$ cat config.mk
export PLATFORM = sky130hd
export DESIGN_NAME = versat_top
export DESIGN_NICKNAME = d
export VERILOG_FILES = /design/src/hdl/versat_pkg.sv /design/src/hdl/mem_port_arbiter.sv /design/src/hdl/stage_alu.sv /design/src/hdl/stage_config.sv /design/src/hdl/stage_mem.sv /design/src/hdl/stream_engine.sv /design/src/hdl/versat_stage.sv /design/src/hdl/versat_top.sv
export SDC_FILE = /design/constraint.sdc
export NUM_CORES = 2
export LEC_CHECK = 0
export BUFFER_PORTS_ARGS = -buffer_cell sky130_fd_sc_hd__buf_2
export CORE_ASPECT_RATIO = 0.75
export CORE_MARGIN = 10
export CORE_UTILIZATION = 63
export CTS_CLUSTER_SIZE = 24
export DETAILED_ROUTE_END_ITERATION = 7
export PLACE_DENSITY = 0.8
export SYNTH_ARGS = -nofsm -noshare
export SYNTH_HDL_FRONTEND = slang
export SYNTH_HIERARCHICAL = 1
export SYNTH_SLANG_ARGS = --single-unit
$ cat constraint.sdc
create_clock -name clk -period 7.14 [get_ports clk]
set_clock_uncertainty 0.2 [all_clocks]
set_input_delay 0.714 -clock clk [delete_from_list [all_inputs] [get_ports clk]]
set_output_delay 0.714 -clock clk [all_outputs]
set_load 0.1 [all_outputs]
$ cat src/hdl/versat_pkg.sv
package versat_pkg;

   localparam int DATA_W = 32;
   localparam int ADDR_W = 8;

   typedef logic [DATA_W-1:0] data_t;
   typedef logic [ADDR_W-1:0] addr_t;
   typedef logic [2:0]        cfg_idx_t;

   // configuration register map inside a stage
   localparam cfg_idx_t CFG_OP    = 3'd0;
   localparam cfg_idx_t CFG_SRC   = 3'd1;
   localparam cfg_idx_t CFG_DST   = 3'd2;
   localparam cfg_idx_t CFG_ITER  = 3'd3;
   localparam cfg_idx_t CFG_CONST = 3'd4;
   localparam cfg_idx_t CFG_BSEL  = 3'd5;

   typedef enum logic [2:0] {
      ALU_ADD  = 3'd0,
      ALU_SUB  = 3'd1,
      ALU_AND  = 3'd2,
      ALU_OR   = 3'd3,
      ALU_XOR  = 3'd4,
      ALU_MAX  = 3'd5,
      ALU_PASS = 3'd6
   } alu_op_e;

   // one stage's run setup
   typedef struct packed {
      alu_op_e op;
      addr_t   src;
      addr_t   dst;
      addr_t   iter;
      data_t   const_val;
      logic    bsel;
   } stage_cfg_t;

   typedef struct packed {
      logic  valid;
      logic  we;
      addr_t addr;
      data_t wdata;
   } mem_req_t;

   typedef enum logic [1:0] {
      ENG_IDLE  = 2'd0,
      ENG_READ  = 2'd1,
      ENG_WAIT  = 2'd2,
      ENG_WRITE = 2'd3
   } engine_state_e;

endpackage

$ cat src/hdl/mem_port_arbiter.sv
`timescale 1ns/100ps

module mem_port_arbiter (
   input  versat_pkg::mem_req_t host_req,
   input  versat_pkg::mem_req_t rd_req,
   input  versat_pkg::mem_req_t wr_req,
   output versat_pkg::mem_req_t mem_req,
   output logic                 rd_grant,
   output logic                 wr_grant
);
   import versat_pkg::*;

   logic host_win;
   logic wr_win;
   logic rd_win;

   // host first, then write-back, then read
   assign host_win = host_req.valid;
   assign wr_win   = wr_req.valid & ~host_win;
   assign rd_win   = rd_req.valid & ~host_win & ~wr_req.valid;

   always_comb begin
      if (host_win)
         mem_req = host_req;
      else if (wr_win)
         mem_req = wr_req;
      else if (rd_win)
         mem_req = rd_req;
      else
         mem_req = '0;
   end

   assign rd_grant = rd_win;
   assign wr_grant = wr_win;

endmodule

$ cat src/hdl/stage_alu.sv
`timescale 1ns/100ps

module stage_alu (
   input  versat_pkg::alu_op_e op,
   input  versat_pkg::data_t   a,
   input  versat_pkg::data_t   b,
   output versat_pkg::data_t   result
);
   import versat_pkg::*;

   always_comb begin
      case (op)
         ALU_ADD:  result = a + b;
         ALU_SUB:  result = a - b;
         ALU_AND:  result = a & b;
         ALU_OR:   result = a | b;
         ALU_XOR:  result = a ^ b;
         // unsigned compare
         ALU_MAX:  result = (a > b) ? a : b;
         ALU_PASS: result = a;
         // unused code acts as pass
         default:  result = a;
      endcase
   end

endmodule

$ cat src/hdl/stage_config.sv
`timescale 1ns/100ps

module stage_config (
   input  logic                   clk,
   input  logic                   rst_n,
   input  logic                   cfg_valid,
   input  logic                   cfg_we,
   input  versat_pkg::cfg_idx_t   cfg_idx,
   input  versat_pkg::data_t      cfg_wdata,
   output versat_pkg::data_t      cfg_rdata,
   output versat_pkg::stage_cfg_t cfg
);
   import versat_pkg::*;

   stage_cfg_t cfg_q;

   always_ff @(posedge clk) begin
      if (!rst_n) begin
         cfg_q <= '0;
      end else if (cfg_valid && cfg_we) begin
         case (cfg_idx)
            CFG_OP:    cfg_q.op        <= alu_op_e'(cfg_wdata[2:0]);
            CFG_SRC:   cfg_q.src       <= cfg_wdata[ADDR_W-1:0];
            CFG_DST:   cfg_q.dst       <= cfg_wdata[ADDR_W-1:0];
            CFG_ITER:  cfg_q.iter      <= cfg_wdata[ADDR_W-1:0];
            CFG_CONST: cfg_q.const_val <= cfg_wdata;
            CFG_BSEL:  cfg_q.bsel      <= cfg_wdata[0];
            default: ;
         endcase
      end
   end

   // read-back zero-extended to the bus width
   always_comb begin
      case (cfg_idx)
         CFG_OP:    cfg_rdata = data_t'(cfg_q.op);
         CFG_SRC:   cfg_rdata = data_t'(cfg_q.src);
         CFG_DST:   cfg_rdata = data_t'(cfg_q.dst);
         CFG_ITER:  cfg_rdata = data_t'(cfg_q.iter);
         CFG_CONST: cfg_rdata = cfg_q.const_val;
         CFG_BSEL:  cfg_rdata = data_t'(cfg_q.bsel);
         default:   cfg_rdata = '0;
      endcase
   end

   assign cfg = cfg_q;

endmodule

$ cat src/hdl/stage_mem.sv
`timescale 1ns/100ps

module stage_mem #(
   parameter int MEM_AW = 5
) (
   input  logic                 clk,
   input  versat_pkg::mem_req_t mem_req,
   output versat_pkg::data_t    rdata
);
   import versat_pkg::*;

   data_t mem [2**MEM_AW];

   // read data holds until the next read
   always_ff @(posedge clk) begin
      if (mem_req.valid) begin
         if (mem_req.we)
            mem[mem_req.addr[MEM_AW-1:0]] <= mem_req.wdata;
         else
            rdata <= mem[mem_req.addr[MEM_AW-1:0]];
      end
   end

endmodule

$ cat src/hdl/stream_engine.sv
`timescale 1ns/100ps

module stream_engine (
   input  logic                   clk,
   input  logic                   rst_n,
   input  logic                   run,
   input  versat_pkg::stage_cfg_t cfg,
   input  versat_pkg::data_t      flow_in,
   input  logic                   rd_grant,
   input  logic                   wr_grant,
   input  versat_pkg::data_t      alu_result,
   output logic                   busy,
   output versat_pkg::mem_req_t   rd_req,
   output versat_pkg::mem_req_t   wr_req,
   output versat_pkg::data_t      operand_b,
   output versat_pkg::alu_op_e    op,
   output versat_pkg::data_t      flow_out
);
   import versat_pkg::*;

   engine_state_e state;
   addr_t         cnt;
   addr_t         src_q;
   addr_t         dst_q;
   alu_op_e       op_q;
   data_t         b_q;
   data_t         wdata_q;
   data_t         result_q;

   always_ff @(posedge clk) begin
      if (!rst_n) begin
         state    <= ENG_IDLE;
         cnt      <= '0;
         result_q <= '0;
      end else begin
         case (state)
            ENG_IDLE: begin
               // run only starts an idle engine
               if (run) begin
                  state <= ENG_READ;
                  cnt   <= cfg.iter;
               end
            end
            ENG_READ: begin
               if (cnt == '0)
                  state <= ENG_IDLE;
               else if (rd_grant)
                  state <= ENG_WAIT;
            end
            ENG_WAIT: state <= ENG_WRITE;
            ENG_WRITE: begin
               if (wr_grant) begin
                  result_q <= wdata_q;
                  cnt      <= cnt - 1'b1;
                  state    <= (cnt == addr_t'(1)) ? ENG_IDLE : ENG_READ;
               end
            end
            default: state <= ENG_IDLE;
         endcase
      end
   end

   // run setup and item data
   always_ff @(posedge clk) begin
      if (state == ENG_IDLE && run) begin
         src_q <= cfg.src;
         dst_q <= cfg.dst;
         op_q  <= cfg.op;
         b_q   <= cfg.bsel ? flow_in : cfg.const_val;
      end
      if (state == ENG_READ && rd_grant)
         src_q <= src_q + 1'b1;
      // capture now, the host may take the port before the write-back
      if (state == ENG_WAIT)
         wdata_q <= alu_result;
      if (state == ENG_WRITE && wr_grant)
         dst_q <= dst_q + 1'b1;
   end

   assign rd_req.valid = (state == ENG_READ) && (cnt != '0);
   assign rd_req.we    = 1'b0;
   assign rd_req.addr  = src_q;
   assign rd_req.wdata = '0;

   assign wr_req.valid = (state == ENG_WRITE);
   assign wr_req.we    = 1'b1;
   assign wr_req.addr  = dst_q;
   assign wr_req.wdata = wdata_q;

   assign busy      = (state != ENG_IDLE);
   assign operand_b = b_q;
   assign op        = op_q;
   assign flow_out  = result_q;

endmodule

$ cat src/hdl/versat_stage.sv
`timescale 1ns/100ps

module versat_stage #(
   parameter int MEM_AW = 5
) (
   input  logic                 clk,
   input  logic                 rst_n,
   input  logic                 run,
   input  logic                 cfg_valid,
   input  logic                 cfg_we,
   input  versat_pkg::cfg_idx_t cfg_idx,
   input  versat_pkg::data_t    cfg_wdata,
   input  logic                 host_valid,
   input  logic                 host_we,
   input  logic [MEM_AW-1:0]    host_addr,
   input  versat_pkg::data_t    host_wdata,
   input  versat_pkg::data_t    flow_in,
   output logic                 busy,
   output versat_pkg::data_t    cfg_rdata,
   output versat_pkg::data_t    host_rdata,
   output versat_pkg::data_t    flow_out
);
   import versat_pkg::*;

   stage_cfg_t cfg;
   mem_req_t   host_req;
   mem_req_t   rd_req;
   mem_req_t   wr_req;
   mem_req_t   mem_req;
   logic       rd_grant;
   logic       wr_grant;
   data_t      mem_rdata;
   data_t      operand_b;
   data_t      alu_result;
   alu_op_e    op;

   // host word address widened to the bus address
   assign host_req.valid = host_valid;
   assign host_req.we    = host_we;
   assign host_req.addr  = addr_t'(host_addr);
   assign host_req.wdata = host_wdata;

   assign host_rdata = mem_rdata;

   stage_config u_config (
      .clk       (clk),
      .rst_n     (rst_n),
      .cfg_valid (cfg_valid),
      .cfg_we    (cfg_we),
      .cfg_idx   (cfg_idx),
      .cfg_wdata (cfg_wdata),
      .cfg_rdata (cfg_rdata),
      .cfg       (cfg)
   );

   stream_engine u_engine (
      .clk        (clk),
      .rst_n      (rst_n),
      .run        (run),
      .cfg        (cfg),
      .flow_in    (flow_in),
      .rd_grant   (rd_grant),
      .wr_grant   (wr_grant),
      .alu_result (alu_result),
      .busy       (busy),
      .rd_req     (rd_req),
      .wr_req     (wr_req),
      .operand_b  (operand_b),
      .op         (op),
      .flow_out   (flow_out)
   );

   mem_port_arbiter u_arbiter (
      .host_req (host_req),
      .rd_req   (rd_req),
      .wr_req   (wr_req),
      .mem_req  (mem_req),
      .rd_grant (rd_grant),
      .wr_grant (wr_grant)
   );

   stage_mem #(
      .MEM_AW(MEM_AW)
   ) u_mem (
      .clk     (clk),
      .mem_req (mem_req),
      .rdata   (mem_rdata)
   );

   stage_alu u_alu (
      .op     (op),
      .a      (mem_rdata),
      .b      (operand_b),
      .result (alu_result)
   );

endmodule

$ cat src/hdl/versat_top.sv
`timescale 1ns/100ps

module versat_top #(
   parameter int NSTAGE = 2,
   parameter int MEM_AW = 5
) (
   input  logic              clk,
   input  logic              rst_n,
   input  logic              ctr_valid,
   input  logic              ctr_we,
   input  versat_pkg::addr_t ctr_addr,
   input  versat_pkg::data_t ctr_data_in,
   output versat_pkg::data_t ctr_data_out,
   input  logic              data_valid,
   input  logic              data_we,
   input  versat_pkg::addr_t data_addr,
   input  versat_pkg::data_t data_data_in,
   output versat_pkg::data_t data_data_out
);
   import versat_pkg::*;

   localparam int SEL_W = (NSTAGE > 1) ? $clog2(NSTAGE) : 1;

   logic [NSTAGE-1:0] busy;
   logic [NSTAGE-1:0] cfg_sel;
   logic [NSTAGE-1:0] data_sel;
   data_t             cfg_rdata [NSTAGE];
   data_t             host_rdata [NSTAGE];
   data_t             flow [NSTAGE];
   logic              global_sel;
   logic              run;
   logic [SEL_W-1:0]  ctr_stage;
   logic [SEL_W-1:0]  data_stage;
   logic [SEL_W-1:0]  data_stage_q;

   // bit 7 picks the global register, otherwise a stage
   assign global_sel = ctr_addr[ADDR_W-1];
   assign ctr_stage  = ctr_addr[ADDR_W-2 -: SEL_W];
   assign data_stage = data_addr[ADDR_W-1 -: SEL_W];
   assign run        = ctr_valid & ctr_we & global_sel & ctr_data_in[0];

   always_comb begin
      cfg_sel  = '0;
      data_sel = '0;
      for (int j = 0; j < NSTAGE; j++) begin
         if (ctr_stage == SEL_W'(j))
            cfg_sel[j] = ctr_valid & ~global_sel;
         if (data_stage == SEL_W'(j))
            data_sel[j] = data_valid;
      end
   end

   // status or selected stage configuration
   always_comb begin
      ctr_data_out = '0;
      if (global_sel) begin
         ctr_data_out = data_t'(busy);
      end else begin
         for (int j = 0; j < NSTAGE; j++)
            if (ctr_stage == SEL_W'(j))
               ctr_data_out = cfg_rdata[j];
      end
   end

   // memory data shows up one cycle later, so remember who was asked
   always_ff @(posedge clk) begin
      if (!rst_n)
         data_stage_q <= '0;
      else if (data_valid && !data_we)
         data_stage_q <= data_stage;
   end

   always_comb begin
      data_data_out = '0;
      for (int j = 0; j < NSTAGE; j++)
         if (data_stage_q == SEL_W'(j))
            data_data_out = host_rdata[j];
   end

   for (genvar i = 0; i < NSTAGE; i++) begin : g_stage
      // stage 0 closes the ring on the last one
      localparam int PREV = (i == 0) ? NSTAGE - 1 : i - 1;

      versat_stage #(
         .MEM_AW(MEM_AW)
      ) u_stage (
         .clk        (clk),
         .rst_n      (rst_n),
         .run        (run),
         .cfg_valid  (cfg_sel[i]),
         .cfg_we     (ctr_we),
         .cfg_idx    (ctr_addr[2:0]),
         .cfg_wdata  (ctr_data_in),
         .host_valid (data_sel[i]),
         .host_we    (data_we),
         .host_addr  (data_addr[MEM_AW-1:0]),
         .host_wdata (data_data_in),
         .flow_in    (flow[PREV]),
         .busy       (busy[i]),
         .cfg_rdata  (cfg_rdata[i]),
         .host_rdata (host_rdata[i]),
         .flow_out   (flow[i])
      );
   end

endmodule

==> metrics.cfg <==
[finish]
areaGrowthSynthToFinish_pct = 9.62
n_fill_cell = 11300
nets = 8464
layout-drive-gt1-share_pct = 13.3
regArea_um2 = 72200
multi_input_area_um2 = 36100

[detailed_routing]
dr.pass1.iters = 8
via_per_inst = 6.80
postRouteAntennaNets = 0
wl_per_cell_um = 30.8
num_vias = 72900
drt-initial-drc-count = 12000
wl_mm = 330
drc = 0

[setup_path]
worstSetupEndpointType = flop
crit_start = g_stage[0].u_stage/u_engine/state[0]
reg2reg_from = g_stage[0].u_stage/u_engine/state[0]
path_class = flop to flop
critical_path_required_ns = 7.50
worstPathMaxFanout = 62
cp.arrival_ns = 5.99
critPathLaunchType = flop

[clocking]
cts_resized = 0
root_buffer = clkbuf_16
htreeDepth = 4
post_cts_buffers = 0
cts_tree = done
ctsHoldBuffers = 24
clk_latency_ns = 0.91
cts_buffers = 215
clock_sinks = 2471
cts.clk_slew.worst_paths_ns = 0.07
cts_buffer_depth = 3

[sta]
tns_ns = 0
rsz0062_at_grt = false
relSlewSlack_pct = 11.9
fin_crit_sh_pct = 78.8
fin_crit_ns = 5.62
slew_viol_final = 0
fmax_mhz = 178
setup_viol = 0
worst_pin_slew_ns = 1.32
hold_viol = 0
fin_ws_ns = 1.52

[floorplanning]
die_w_um = 506
core_area_um2 = 176000
fp.dieH_um = 384
ios = 150
die_area_um2 = 194000
rows = 133
initial_core_util_pct = 63.5

[synth]
avgSynthCellArea_um2 = 13.8
synthCells = 8074
yosysWarningCount = 6
netlist_area_um2 = 111000

[power_and_ir_drop]
p_sw_uw = 7030
pwr-share-comb_pct = 7.3
clockPowerShare_pct = 39.5
switching_share_pct = 23.4
power_density_nw_per_um2 = 246
ir_worst_vdd_v = 0.000259
internal-power_uw = 23000
p_leak_uw = 0.0412
seqPwrFrac_pct = 53.2

[placed_design]
io_buffers = 144
dp.final_hpwl_mm = 215
finalWeightedCongestion = 1.01
place_ws_ns = 1.78

[job]
max_cap_viol_count = 0

[status]
status = finished clean

[global_route]
grt_pass1_wl_mm = 471
grt_pass1_vias = 68800
grt_max_degree = 133
grtUsageTotal_pct = 32.8
grt_antenna_before_repair = 17
grt.overflow.total = 0

[hold_path]
holdCritStartpoint = rst_n
hp-class = input pin to flop

-- placed cells by master (no fill, tap or decap), drive strengths merged, types with 45 or more instances in the layout --
cell / instances
edfxtp: 2266
mux2i: 1210
nand2: 571
o22ai: 546
a21oi: 479
buf: 387
nor2: 302
clkbuf: 255
o21ai: 227
inv: 225
ha: 208
dfxtp: 205
nor4: 146
nor2b: 110
clkinv: 106
mux2: 101
nand3b: 86
conb: 68
and2: 64
nor3: 51
xnor2: 45
-- routing by layer --
layer | track usage [%] | vias to the layer above | part of all wire [%]
met1 | 47.3 | 36000 | 38
li1 | - | 30900 | -
met4 | 15.0 | 6 | 5.1
met5 | 0 | - | 0.011
met2 | 46.0 | 5110 | 42
met3 | 9.77 | 807 | 15
-- critical path: stages, from the launching register on --
cell      delay, ns
dfxtp_1        0.60
nand2_1        0.41
inv_2          0.49
buf_4          0.58
nand3b_1       0.20
a21oi_2        0.06
buf_4          0.22
nand4b_1       0.70
buf_4          0.44
buf_4          0.24
o22ai_1        0.08
nor4_1         0.86
nand2_1        0.18
-- through the flow --
stage                     instance area (um^2)  util, %  total power [uW]  cells  hold slack (ns)
after global placement                  115000     65.3             18300  10300            0.235
after floorplan                         112000        -             17700   8138            0.225
final                                   122000     69.6             30000  10700           0.0483
after global routing                    122000     69.6             30700  10700           0.0433
after CTS                               122000     69.6             30000  10700           0.0109
after detailed placement                115000     65.3             18400  10300            0.243
-- layout make-up --
type	instances	share of cell area (%)
Sequential cell	2471	59.0
Tap cell	2362	2.42
Clock buffer	255	4.58
Timing Repair Buffer	411	2.43
Clock inverter	145	1.30
Inverter	222	0.690
Multi-Input combinational cell	4845	29.5
Antenna cell	6	0.0123
-- sequential cells by signal, indices dropped and copies added, names as in the netlist, named ones only --
register	cells
g_stage.u_stage/u_engine/wdata_q	64
g_stage.u_stage/u_engine/op	6
g_stage.u_stage/u_engine/src_q	10
g_stage.u_stage/u_config/cfg	120
data_stage_q	1
g_stage.u_stage/u_engine/flow_out	64
g_stage.u_stage/u_mem/rdata	64
g_stage.u_stage/u_engine/cnt	16
g_stage.u_stage/u_engine/state	2
g_stage.u_stage/u_engine/dst_q	10
g_stage.u_stage/u_mem/mem	2048
g_stage.u_stage/u_engine/operand_b	64
-- power by group through the flow --
stage | registers, uW | clock network, uW | logic (uW)
after CTS | 16000 | 11900 | 2120
final | 16000 | 11800 | 2200
after detailed placement | 16300 | 0 | 2100
after global placement | 16300 | 0 | 2050
after floorplan | 16200 | 0 | 1480
after global routing | 16000 | 12500 | 2290
-- final timing paths --
check / to / slack [ns] / cells past startpoint
setup / recovery: g_stage[0].u_stage/u_mem/rdata[28] / 1.52 / 12
hold / removal: g_stage[1].u_stage/u_engine/cnt[6] / 0.05 / 3
hold reg to reg: g_stage[1].u_stage/u_engine/flow_out[31] / 0.26 / 2
setup reg to reg: g_stage[0].u_stage/u_mem/rdata[28] / 1.52 / 12
Note: power is estimated with default switching activity, not from simulation.
